File: config.mk
export PLATFORM = sky130hd
export DESIGN_NAME = FragmentTestUnit
export DESIGN_NICKNAME = d
export VERILOG_FILES = /design/src/RegisterMapPkg.sv /design/src/RasterTypesPkg.sv /design/src/FragmentTestUnit.sv /design/src/FragmentResult.sv /design/src/FragmentTestExec.sv /design/src/DepthBuffer.sv /design/src/TestFunc.sv /design/src/FragConfigDecode.sv
export SDC_FILE = /design/constraint.sdc
export NUM_CORES = 2
export LEC_CHECK = 0
export ABC_CLOCK_PERIOD_IN_PS = 7600
export BUFFER_PORTS_ARGS = -buffer_cell sky130_fd_sc_hd__buf_4
export CAP_MARGIN = 0
export CORE_MARGIN = 8
export CORE_UTILIZATION = 50
export CTS_CLUSTER_SIZE = 14
export DETAILED_ROUTE_END_ITERATION = 7
export PLACE_DENSITY_LB_ADDON = 0.12
export REMOVE_ABC_BUFFERS = 1
export SLEW_MARGIN = 20
export SYNTH_ARGS = -nofsm -noshare
export SYNTH_HDL_FRONTEND = slang
export SYNTH_SLANG_ARGS = --single-unit
File: constraint.sdc
create_clock -name aclk -period 7.6 [get_ports aclk]
set_clock_uncertainty 0.1 [all_clocks]
set_input_delay 0.38 -clock aclk [delete_from_list [all_inputs] [get_ports aclk]]
set_output_delay 0.38 -clock aclk [all_outputs]
set_load 0.03 [all_outputs]
File: src/RegisterMapPkg.sv
// Register addresses, field positions and test function codes
`default_nettype none

package RegisterMapPkg;

    // Register port widths
    localparam int RegAddrWidth = 4;
    localparam int RegDataWidth = 32;
    localparam int FuncWidth = 3;

    typedef logic [RegAddrWidth-1:0] tRegAddr;
    typedef logic [RegDataWidth-1:0] tRegData;
    typedef logic [FuncWidth-1:0] tTestFunc;

    // Comparison codes, unknown codes act as always
    localparam tTestFunc FuncAlways = 3'd0;
    localparam tTestFunc FuncNever = 3'd1;
    localparam tTestFunc FuncLess = 3'd2;
    localparam tTestFunc FuncEqual = 3'd3;
    localparam tTestFunc FuncLequal = 3'd4;
    localparam tTestFunc FuncGreater = 3'd5;
    localparam tTestFunc FuncNotequal = 3'd6;
    localparam tTestFunc FuncGequal = 3'd7;

    // Register addresses
    localparam tRegAddr RegAlphaConf = 4'd0;
    localparam tRegAddr RegDepthConf = 4'd1;
    // Write also starts a buffer clear
    localparam tRegAddr RegDepthClear = 4'd2;

    // Field positions, shared by alpha and depth config
    localparam int FuncLsb = 0;
    localparam int EnableBit = 3;
    // Alpha config only
    localparam int AlphaRefLsb = 8;
    // Depth config only
    localparam int DepthMaskBit = 4;
    // Clear register
    localparam int ClearValueLsb = 0;

endpackage

`default_nettype wire

File: src/RasterTypesPkg.sv
// Fragment data widths, vector typedefs and depth buffer size
`default_nettype none

package RasterTypesPkg;

    // Field widths of a fragment
    localparam int DepthWidth = 16;
    localparam int AlphaWidth = 8;
    // RGB565 packed color
    localparam int ColorWidth = 16;
    localparam int FragAddrWidth = 8;

    // One entry per buffer address
    localparam int DepthEntries = 1 << FragAddrWidth;

    // Fragment depth, also the stored depth
    typedef logic [DepthWidth-1:0] tDepth;

    // Fragment alpha and alpha reference
    typedef logic [AlphaWidth-1:0] tAlpha;

    // Fragment color, 5 bits red, 6 green, 5 blue
    typedef logic [ColorWidth-1:0] tColor;

    // Depth buffer index
    typedef logic [FragAddrWidth-1:0] tFragAddr;

endpackage

`default_nettype wire
File: src/FragmentTestUnit.sv
// Fragment test unit top level with decode, test pipeline, depth buffer and result
`timescale 1ns/1ns
`default_nettype none

module FragmentTestUnit
    import RasterTypesPkg::*;
    import RegisterMapPkg::*;
(
    input  logic     aclk,
    input  logic     rst,
    // Register port
    input  logic     regWrite,
    input  tRegAddr  regAddr,
    input  tRegData  regData,
    // Fragment port
    input  logic     fragValid,
    input  tFragAddr fragAddr,
    input  tDepth    fragDepth,
    input  tAlpha    fragAlpha,
    input  tColor    fragColor,
    // Pixel port
    output logic     pixelValid,
    output tFragAddr pixelAddr,
    output tColor    pixelColor,
    output logic     clearBusy
);

    // Configuration levels
    tTestFunc alphaFunc;
    tAlpha    alphaRef;
    logic     alphaEnable;
    tTestFunc depthFunc;
    logic     depthEnable;
    logic     depthMask;
    tDepth    clearValue;
    logic     clearStart;

    // Buffer read
    tFragAddr bufReadAddr;
    tDepth    bufReadData;

    // Test stage
    logic     testValid;
    tFragAddr testAddr;
    tDepth    testDepth;
    tColor    testColor;
    logic     alphaPass;
    logic     depthPass;

    // Depth write-back
    logic     wrEnable;
    tFragAddr wrAddr;
    tDepth    wrData;

    FragConfigDecode u_decode (
        .aclk       (aclk),
        .rst        (rst),
        .regWrite   (regWrite),
        .regAddr    (regAddr),
        .regData    (regData),
        .alphaFunc  (alphaFunc),
        .alphaRef   (alphaRef),
        .alphaEnable(alphaEnable),
        .depthFunc  (depthFunc),
        .depthEnable(depthEnable),
        .depthMask  (depthMask),
        .clearValue (clearValue),
        .clearStart (clearStart)
    );

    FragmentTestExec u_exec (
        .aclk       (aclk),
        .rst        (rst),
        .fragValid  (fragValid),
        .fragAddr   (fragAddr),
        .fragDepth  (fragDepth),
        .fragAlpha  (fragAlpha),
        .fragColor  (fragColor),
        .clearBusy  (clearBusy),
        .alphaFunc  (alphaFunc),
        .alphaRef   (alphaRef),
        .alphaEnable(alphaEnable),
        .depthFunc  (depthFunc),
        .depthEnable(depthEnable),
        .depthMask  (depthMask),
        .bufReadAddr(bufReadAddr),
        .bufReadData(bufReadData),
        .wrEnable   (wrEnable),
        .wrAddr     (wrAddr),
        .wrData     (wrData),
        .testValid  (testValid),
        .testAddr   (testAddr),
        .testDepth  (testDepth),
        .testColor  (testColor),
        .alphaPass  (alphaPass),
        .depthPass  (depthPass)
    );

    DepthBuffer u_depthBuffer (
        .aclk       (aclk),
        .rst        (rst),
        .readAddr   (bufReadAddr),
        .readData   (bufReadData),
        .writeEnable(wrEnable),
        .writeAddr  (wrAddr),
        .writeData  (wrData),
        .clearStart (clearStart),
        .clearValue (clearValue),
        .clearBusy  (clearBusy)
    );

    FragmentResult u_result (
        .aclk       (aclk),
        .rst        (rst),
        .testValid  (testValid),
        .testAddr   (testAddr),
        .testDepth  (testDepth),
        .testColor  (testColor),
        .alphaPass  (alphaPass),
        .depthPass  (depthPass),
        .depthEnable(depthEnable),
        .depthMask  (depthMask),
        .wrEnable   (wrEnable),
        .wrAddr     (wrAddr),
        .wrData     (wrData),
        .pixelValid (pixelValid),
        .pixelAddr  (pixelAddr),
        .pixelColor (pixelColor)
    );

endmodule

`default_nettype wire

File: src/FragmentResult.sv
// Pass decision, depth write-back and registered pixel output
`timescale 1ns/1ns
`default_nettype none

module FragmentResult
    import RasterTypesPkg::*;
(
    input  logic     aclk,
    input  logic     rst,
    // From the test stage
    input  logic     testValid,
    input  tFragAddr testAddr,
    input  tDepth    testDepth,
    input  tColor    testColor,
    input  logic     alphaPass,
    input  logic     depthPass,
    // Depth config
    input  logic     depthEnable,
    input  logic     depthMask,
    // Depth write-back, same cycle
    output logic     wrEnable,
    output tFragAddr wrAddr,
    output tDepth    wrData,
    // Pixel write
    output logic     pixelValid,
    output tFragAddr pixelAddr,
    output tColor    pixelColor
);

    logic fragPass;

    // Both tests must hold
    assign fragPass = testValid & alphaPass & depthPass;

    // Write back only with depth test on and mask set
    assign wrEnable = fragPass & depthEnable & depthMask;
    assign wrAddr   = testAddr;
    assign wrData   = testDepth;

    always_ff @(posedge aclk)
    begin
        if (rst)
            pixelValid <= 1'b0;
        else
            pixelValid <= fragPass;
        // Payload follows the strobe
        pixelAddr  <= testAddr;
        pixelColor <= testColor;
    end

endmodule

`default_nettype wire

File: src/FragmentTestExec.sv
// Fragment pipeline with depth read, write forwarding and alpha and depth tests
`timescale 1ns/1ns
`default_nettype none

module FragmentTestExec
    import RasterTypesPkg::*;
    import RegisterMapPkg::*;
(
    input  logic     aclk,
    input  logic     rst,
    // Incoming fragment
    input  logic     fragValid,
    input  tFragAddr fragAddr,
    input  tDepth    fragDepth,
    input  tAlpha    fragAlpha,
    input  tColor    fragColor,
    input  logic     clearBusy,
    // Test configuration
    input  tTestFunc alphaFunc,
    input  tAlpha    alphaRef,
    input  logic     alphaEnable,
    input  tTestFunc depthFunc,
    input  logic     depthEnable,
    input  logic     depthMask,
    // Depth buffer read
    output tFragAddr bufReadAddr,
    input  tDepth    bufReadData,
    // Pending write of the fragment in the result stage
    input  logic     wrEnable,
    input  tFragAddr wrAddr,
    input  tDepth    wrData,
    // Test stage outputs
    output logic     testValid,
    output tFragAddr testAddr,
    output tDepth    testDepth,
    output tColor    testColor,
    output logic     alphaPass,
    output logic     depthPass
);

    // Input stage, issues the buffer read
    logic     inValid;
    tFragAddr inAddr;
    tDepth    inDepth;
    tAlpha    inAlpha;
    tColor    inColor;

    // Read stage, buffer data arrives here
    logic     rdValid;
    tFragAddr rdAddr;
    tDepth    rdDepth;
    tAlpha    rdAlpha;
    tColor    rdColor;

    tDepth    storedDepth;
    logic     forwardHit;

    // Fragments during a clear are dropped
    always_ff @(posedge aclk)
    begin
        if (rst)
            inValid <= 1'b0;
        else
            inValid <= fragValid & ~clearBusy;
        inAddr  <= fragAddr;
        inDepth <= fragDepth;
        inAlpha <= fragAlpha;
        inColor <= fragColor;
    end

    assign bufReadAddr = inAddr;

    always_ff @(posedge aclk)
    begin
        if (rst)
            rdValid <= 1'b0;
        else
            rdValid <= inValid;
        rdAddr  <= inAddr;
        rdDepth <= inDepth;
        rdAlpha <= inAlpha;
        rdColor <= inColor;
    end

    // Older fragment one stage ahead writes on the next edge,
    // the read already missed it
    assign forwardHit  = wrEnable & depthMask & (wrAddr == rdAddr);
    assign storedDepth = forwardHit ? wrData : bufReadData;

    TestFunc #(
        .Width(8)
    ) u_alphaTest (
        .aclk      (aclk),
        .func      (alphaFunc),
        .refVal    (alphaRef),
        .confEnable(alphaEnable),
        .val       (rdAlpha),
        .success   (alphaPass)
    );

    // Fragment depth against stored depth
    TestFunc #(
        .Width(16)
    ) u_depthTest (
        .aclk      (aclk),
        .func      (depthFunc),
        .refVal    (storedDepth),
        .confEnable(depthEnable),
        .val       (rdDepth),
        .success   (depthPass)
    );

    // Delay fields to line up with the test results
    always_ff @(posedge aclk)
    begin
        if (rst)
            testValid <= 1'b0;
        else
            testValid <= rdValid;
        testAddr  <= rdAddr;
        testDepth <= rdDepth;
        testColor <= rdColor;
    end

endmodule

`default_nettype wire

File: src/DepthBuffer.sv
// Depth memory with write-first read port and sequential clear FSM
`timescale 1ns/1ns
`default_nettype none

module DepthBuffer
    import RasterTypesPkg::*;
(
    input  logic     aclk,
    input  logic     rst,
    // Read port, data one cycle later
    input  tFragAddr readAddr,
    output tDepth    readData,
    // Fragment write-back
    input  logic     writeEnable,
    input  tFragAddr writeAddr,
    input  tDepth    writeData,
    // Clear control
    input  logic     clearStart,
    input  tDepth    clearValue,
    output logic     clearBusy
);

    typedef enum logic {
        ClearIdle,
        ClearRun
    } tClearState;

    localparam tFragAddr LastEntry = tFragAddr'(DepthEntries - 1);

    tDepth      mem [DepthEntries];
    tClearState clearState;
    tFragAddr   clearAddr;

    // Effective write port
    logic       memWe;
    tFragAddr   memWAddr;
    tDepth      memWData;

    // Clear walk owns the port while running
    always_comb
    begin
        if (clearState == ClearRun)
        begin
            memWe    = 1'b1;
            memWAddr = clearAddr;
            memWData = clearValue;
        end
        else
        begin
            memWe    = writeEnable;
            memWAddr = writeAddr;
            memWData = writeData;
        end
    end

    // Memory and read port, new data wins on collision
    always_ff @(posedge aclk)
    begin
        if (memWe)
            mem[memWAddr] <= memWData;
        if (memWe && (memWAddr == readAddr))
            readData <= memWData;
        else
            readData <= mem[readAddr];
    end

    // Clear FSM, entries 0 to last in order
    always_ff @(posedge aclk)
    begin
        if (rst)
        begin
            clearState <= ClearIdle;
            clearAddr  <= '0;
        end
        else
        begin
            case (clearState)
                ClearIdle:
                begin
                    clearAddr <= '0;
                    if (clearStart)
                        clearState <= ClearRun;
                end
                ClearRun:
                begin
                    clearAddr <= clearAddr + 1'b1;
                    // Last entry written this edge
                    if (clearAddr == LastEntry)
                        clearState <= ClearIdle;
                end
                default:
                    clearState <= ClearIdle;
            endcase
        end
    end

    assign clearBusy = (clearState == ClearRun);

endmodule

`default_nettype wire

File: src/TestFunc.sv
// Registered eight-function comparator with enable
`timescale 1ns/1ns
`default_nettype none

module TestFunc
    import RegisterMapPkg::*;
#(
    parameter int Width = 8
)
(
    input  logic             aclk,
    input  tTestFunc         func,
    input  logic [Width-1:0] refVal,
    input  logic             confEnable,
    input  logic [Width-1:0] val,
    output logic             success
);

    logic less;
    logic greater;
    logic equal;
    logic check;

    // Raw relations of val against the reference
    assign less    = val < refVal;
    assign greater = val > refVal;
    assign equal   = val == refVal;

    // Select by function code
    always_comb
    begin
        case (func)
            FuncAlways:   check = 1'b1;
            FuncNever:    check = 1'b0;
            FuncLess:     check = less;
            FuncEqual:    check = equal;
            FuncLequal:   check = less | equal;
            FuncGreater:  check = greater;
            FuncNotequal: check = ~equal;
            FuncGequal:   check = greater | equal;
            // Unknown code passes
            default:      check = 1'b1;
        endcase
    end

    // One cycle latency, disabled test always passes
    always_ff @(posedge aclk)
    begin
        success <= ~confEnable | check;
    end

endmodule

`default_nettype wire

File: src/FragConfigDecode.sv
// Register decode into alpha and depth test configuration and clear start pulse
`timescale 1ns/1ns
`default_nettype none

module FragConfigDecode
    import RasterTypesPkg::*;
    import RegisterMapPkg::*;
(
    input  logic     aclk,
    input  logic     rst,
    // Register write port
    input  logic     regWrite,
    input  tRegAddr  regAddr,
    input  tRegData  regData,
    // Alpha test config
    output tTestFunc alphaFunc,
    output tAlpha    alphaRef,
    output logic     alphaEnable,
    // Depth test config
    output tTestFunc depthFunc,
    output logic     depthEnable,
    output logic     depthMask,
    // Buffer clear
    output tDepth    clearValue,
    output logic     clearStart
);

    always_ff @(posedge aclk)
    begin
        if (rst)
        begin
            // Tests off, functions pass everything
            alphaFunc   <= FuncAlways;
            alphaRef    <= '0;
            alphaEnable <= 1'b0;
            depthFunc   <= FuncAlways;
            depthEnable <= 1'b0;
            // Write-back allowed by default
            depthMask   <= 1'b1;
            clearValue  <= '0;
            clearStart  <= 1'b0;
        end
        else
        begin
            // Pulse only, one cycle
            clearStart <= 1'b0;
            if (regWrite)
            begin
                case (regAddr)
                    RegAlphaConf:
                    begin
                        alphaFunc   <= regData[FuncLsb +: $bits(tTestFunc)];
                        alphaEnable <= regData[EnableBit];
                        alphaRef    <= regData[AlphaRefLsb +: $bits(tAlpha)];
                    end
                    RegDepthConf:
                    begin
                        depthFunc   <= regData[FuncLsb +: $bits(tTestFunc)];
                        depthEnable <= regData[EnableBit];
                        depthMask   <= regData[DepthMaskBit];
                    end
                    RegDepthClear:
                    begin
                        clearValue <= regData[ClearValueLsb +: $bits(tDepth)];
                        clearStart <= 1'b1;
                    end
                    // Unknown addresses ignored
                    default:
                    begin
                    end
                endcase
            end
        end
    end

endmodule

`default_nettype wire

## Word level (Yosys, flattened, before mapping)

Memories as Yosys holds them, arrays and structs flattened. A register that Yosys moved wholly into a read port is not among the register bits.
Index checks and enable logic that the tools add are counted.

- Register bits: 209
- RAM bits: 4096
- Output and inout bits: 26
- Logic and storage cells: 94
- Memories: 1

Memories:

| name | depth | width | rd ports | clocked after memory_dff | write ports | RTL line | text |
|---|---|---|---|---|---|---|---|
| u_depthBuffer.mem | 256 | 16 | 1 | 1 | 1 | DepthBuffer.sv:30 | `tDepth mem [DepthEntries];` |

- Add/sub/neg operators: 1
- Order comparisons: 4
- Equal/unequal tests: 20
- Mux-type cells: 13
- Bitwise gates (word level): 19
- Reductions and logical operators: 7

Operator list:

| cell | count |
|---|---|
| 2-to-1 mux 16 bit | 2 |
| == test 3 bit, second input constant | 8 |
| == test 16 bit | 1 |
| == test 8 bit | 2 |
| > comparator 16 bit | 1 |
| < comparator 16 bit | 1 |
| one-hot mux 1 bit (8 select lines) | 2 |
| one-hot mux 8 bit (2 select lines) | 1 |
| == test 3 x 2 -> 1 bit, second input constant | 4 |
| adder 8 x 1 -> 8 bit, second input constant | 1 |
| == test 8 bit, second input constant | 1 |
| > comparator 8 bit | 1 |
| < comparator 8 bit | 1 |
| 2-to-1 mux 8 bit | 1 |
| bitwise AND 1 bit | 7 |
| == test 3 x 1 -> 1 bit, second input constant | 2 |
| logical NOT 3 bit | 2 |
| 2-to-1 mux 1 bit | 6 |
| inverter 1 bit | 6 |
| bitwise OR 1 bit | 6 |
| AND reduction 2 bit | 3 |
| == test 4 x 1 -> 1 bit, second input constant | 1 |
| == test 4 x 2 -> 1 bit, second input constant | 1 |
| logical NOT 4 bit | 1 |
| other kinds (2) | 2 |

## Depth between registers and ports, before layout

- Word-level depth: 11
- Depth in mapped cells: 22

## Modules after synthesis

A second synthesis with hierarchy kept.

- Cell total of the unflattened synthesis: 7759
- Area, all modules: 164950.7 um2

By module, submodules not included:

| module | times used | cells each | area an instance (um2) | sequential area each (um2) |
|---|---|---|---|---|
| DepthBuffer | 1 | 7293 | 158813.6 | 123338.3 |
| FragmentTestExec | 1 | 171 | 3156.8 | 2782.7 |
| FragConfigDecode | 1 | 134 | 1443.9 | 680.7 |
| FragmentResult | 1 | 53 | 704.4 | 500.5 |
| TestFunc (u_exec.u_depthTest) | 1 | 69 | 535.5 | 20.0 |
| TestFunc (u_exec.u_alphaTest) | 1 | 39 | 296.5 | 20.0 |

## Least setup slack after synthesis

OpenSTA, ideal clock, no wires.

- Path kind: reg-to-reg
- From: register u_exec.rdAddr[0]
- To: register u_exec.u_depthTest.success
- Setup time: 0.064 ns
- Arrival time: 3.921 ns
- Slack: 3.516 ns
- Cell stages (with the launch flop): 21
- Path buffers: 5
- Clock period less this slack: 4.084 ns
- Cells stage by stage: dfxtp_1 > buf_6 > buf_8 > buf_6 > buf_6 > buf_6 > mux4_2 > a211oi_1 > nor3_1 > a21oi_1 > o211ai_1 > o211ai_1 > ha_1 > nor2b_1 > o21a_1 > o21a_1 > o211ai_1 > a21oi_1 > or2_2 > a311o_1 > nand4_1

- Longest elaborated chain between the ends: 7
- Elaborated cells between the ends (all ways): 11

Ends and longest elaborated chain:

| what | RTL line | text |
|---|---|---|
| start: declaration | FragmentTestExec.sv:50 | `tFragAddr rdAddr;` |
| start signal: assignment | FragmentTestExec.sv:79 | `rdAddr <= inAddr;` |
| == test 8 bit * | FragmentTestExec.sv:87 | `assign forwardHit = wrEnable & depthMask & (wrAddr == rdAddr);` |
| bitwise AND 1 bit * | FragmentTestExec.sv:87 |  |
| 2-to-1 mux 16 bit * | FragmentTestExec.sv:88 | `assign storedDepth = forwardHit ? wrData : bufReadData;` |
| > comparator 16 bit (tied with other cells) | TestFunc.sv:26 | `assign greater = val > refVal;` |
| bitwise OR 1 bit (tied with other cells) | TestFunc.sv:40 | `FuncGequal: check = greater \| equal;` |
| one-hot mux 1 bit (8 select lines) * | TestFunc.sv:32 | `case (func)` |
| bitwise OR 1 bit * | TestFunc.sv:49 | `success <= ~confEnable \| check;` |
| end signal: assignment | TestFunc.sv:49 |  |
| end: declaration | TestFunc.sv:16 | `output logic success` |

Every way passes the cells marked *; elsewhere a longest branch is shown, timed or not.
A chain may end at the register's enable or synchronous reset.

## Worst setup path in the final report

- From: register u_exec.rdAddr[6]
- To: register u_exec.u_depthTest.success

Same word-level chain as after synthesis.

==> flow_summary.ini <==
[timing]
setup_slack_ns = 1.33
worst_pin_slew_ns = 1.29
clock.fmax_mhz = 159
slew_headroom_pct = 13.7
grt_setup_unrepaired = no
setup_viol = 0
finalMaxSlewViolations = 0
period_needed_ns = 6.27
hold_viol_final = 0
fin_crit_sh_pct = 82.5

[global_route]
antenna_found_initial = 45
grt_pass1_vias = 82500
grt_pass1_wl_um = 668000
grtUsageTotal_pct = 27.6
globalRouteOverflowTotal = 0
grt_max_degree = 205

[synthesis]
synth_warnings = 0
async_flop_share_pct = 0
syn_area_um2 = 164000
avgSynthCellArea_um2 = 21.5
yosys.cell_types.count = 72
synth_flop_cell = edfxtp_1
synth_cells = 7616
synth_seq_cells = 4305
seq_area_frac_synth_pct = 77.8
synth_edf_count = 4096

[floorplanning]
ios = 114
fp.dieH_um = 588
die_width_um = 588
core-area_um2 = 326000
die_area_um2 = 346000
start_util_pct = 50.1
rows = 210

[clock_network]
cts_resized = 0
post-cts-setup-buffer-count = 0
holdBufCountCts = 127
cts_root_buf = clkbuf_16
cts_htree_levels = 5
cts_buffer_depth = 4
tritoncts = yes
clk-insertion-delay-late_ns = 1.00
path_clk_slew_ns = 0.06
cts_num_sinks = 4305
cts_buffers = 438

[place]
pre_cts_slack_ns = 1.32
postPlaceCellArea_um2 = 172000
dp_cells = 12100
place.gp.congestion = 0.900
hpwl_um = 300000
portBuffers = 97

[drt]
vias = 84200
drcViolationCount = 0
drtAntennaViolNets = 0
avgRoutedWirePerCell_um = 37.2
finalWirelength_um = 487000
drt_pass1_iterations = 6
drt-vias-per-instance = 6.43
drtIter0Drc = 12000

[cells_and_area]
final_cell_mix = 4096 x edfxtp_1, 952 x mux4_2, 560 x buf_4
drive_gt1_share_pct = 27.9
area_growth_pct = 15.0
stdcell_count = 13100
design_area_um2 = 188000
fin_nets = 8471
layout_commonest_cell = edfxtp_1

[setup_path]
cp_max_fo = 34
arrival_ns = 7.10
cpMostUsedCell = o211ai_1
crit_chain = nor2b_4, buf_4, nand2_1, buf_4, o22ai_1, nor3_1, a21oi_1, o211ai_1, o211ai_1, ha_1, nor2b_1, o21a_1, o21a_1, o211ai_1, a21oi_1, or2_2, a311o_1, nand4_1
ff2ff_setup_slack_ns = 1.33
crit_family = compound AO/OA/AOI/OAI gates
crit_end = u_exec.u_depthTest.success
r2r_start = u_exec.rdAddr[6]
worstRegToRegCells = 18
setup.worst_path.start_class = register
r2r-end = u_exec.u_depthTest.success
path_buf_inv = 2
critical_path_class = register to register
setup.worst_path.end_class = register
crit_slowest_cell = dfxtp_4
max_stage_delay_ns = 0.99
startpoint = u_exec.rdAddr[6]
cp.required_ns = 8.43
worstSetupPathDepth = 18

[power]
power.density_nw_per_um2 = 269
leakage_nw = 59.9
vdd_drop_max_mv = 0.196

[run_status]
status = complete, no violations

[hold_path]
worst_hold_path_type = input port to register
min_path_cells = 2

[run]
cap_violations = 0
[layer usage]
metal,up-vias,share of wire (%),GRT usage (%)
met2,4718,47,43.2
met1,45300,39,38.8
met5,-,0.0072,0
met3,837,9.9,5.49
li1,33400,-,-
met4,6,4.3,10.3
[sequential cells by signal, indices dropped and copies added, names as in the netlist, 16 cells and up]
signal,count
u_decode.clearValue,16
u_depthBuffer.mem,4096
u_exec.inColor,16
u_exec.inDepth,16
u_exec.rdColor,16
u_exec.rdDepth,16
u_exec.testColor,16
u_exec.testDepth,16
u_result.pixelColor,16
[cells in the mapped netlist, drive strengths merged (25+ instances only)]
cell       n  area share, %
a211oi    30           0.14
a21oi    132           0.40
a221oi    39           0.22
a22oi    121           0.56
buf      283            1.2
clkbuf   142           0.33
dfxtp    209            2.6
edfxtp  4096             75
ha        25           0.19
mux2      85           0.59
mux2i    269            1.6
mux4     952             13
nand2    196           0.45
nand3     59           0.18
nand4     29           0.11
nor2     396           0.92
o211ai    25           0.11
o21ai    116           0.35
o221ai    47           0.25
o22ai    116           0.44
[worst register-to-register path: cells and delay by family, from the launching register on]
kind / cells / cell delay, ns
AO/OA/AOI/OAI: 9 / 2.29
adder cells (fa/ha/maj): 1 / 0.31
buffers and inverters: 2 / 0.73
flip-flops: 1 / 0.99
AND/OR/NAND/NOR: 6 / 1.82
[power breakdown]
part	internal, mW	leakage (nW)	switching, mW
sequential	26.0	38.6	0.0742
combinational	0.860	14.2	1.78
clock	12.6	7.13	9.15
total	39.6	59.9	11.0
[how the worst min path moves through the flow]
| stage | start | end | slack [ns] |
|---|---|---|---|
| after floorplan | u_exec.bufReadAddr[0] | u_exec.rdAddr[0] | 0.21 |
| after global placement | u_exec.rdColor[3] | u_exec.testColor[3] | 0.21 |
| after detailed placement | u_exec.rdColor[11] | u_exec.testColor[11] | 0.21 |
| after CTS | fragAddr[6] | u_exec.bufReadAddr[6] | 0.02 |
| after global routing | fragAlpha[4] | u_exec.inAlpha[4] | 0.04 |
| final | fragAlpha[2] | u_exec.inAlpha[2] | 0.08 |
[final cells by class]
cell class / instances / area [um2]
repair buffers: 727 / 6310
clock inverters: 265 / 2690
well taps: 4346 / 5440
multi-input cells: 2862 / 34400
diodes: 14 / 35.0
clock buffers: 549 / 11900
inverters: 24 / 100
flip-flops and latches: 4305 / 127000
fillers: 23900 / 138000
[through the flow]
step	TNS [ns]	hold WS, ns	total power, mW	utilization, %
after floorplan	-92.94	0.210	29.8	-
after global placement	0	0.210	29.1	52.7
after detailed placement	0	0.212	29.2	52.7
after CTS	0	0.0209	50.8	57.6
after global routing	0	0.0421	51.8	57.6
final	0	0.0777	50.6	57.6
[cell families after synthesis]
kind of cell,Yosys count,synth area share [%]
buf+inv,449,1.58
fa+ha+maj,25,0.191
simple gates,793,2.09
mux,1306,15.3
flops,4305,77.8
xor+xnor,14,0.0750
compound gates,724,2.97
(Power assumes the default switching activity.)
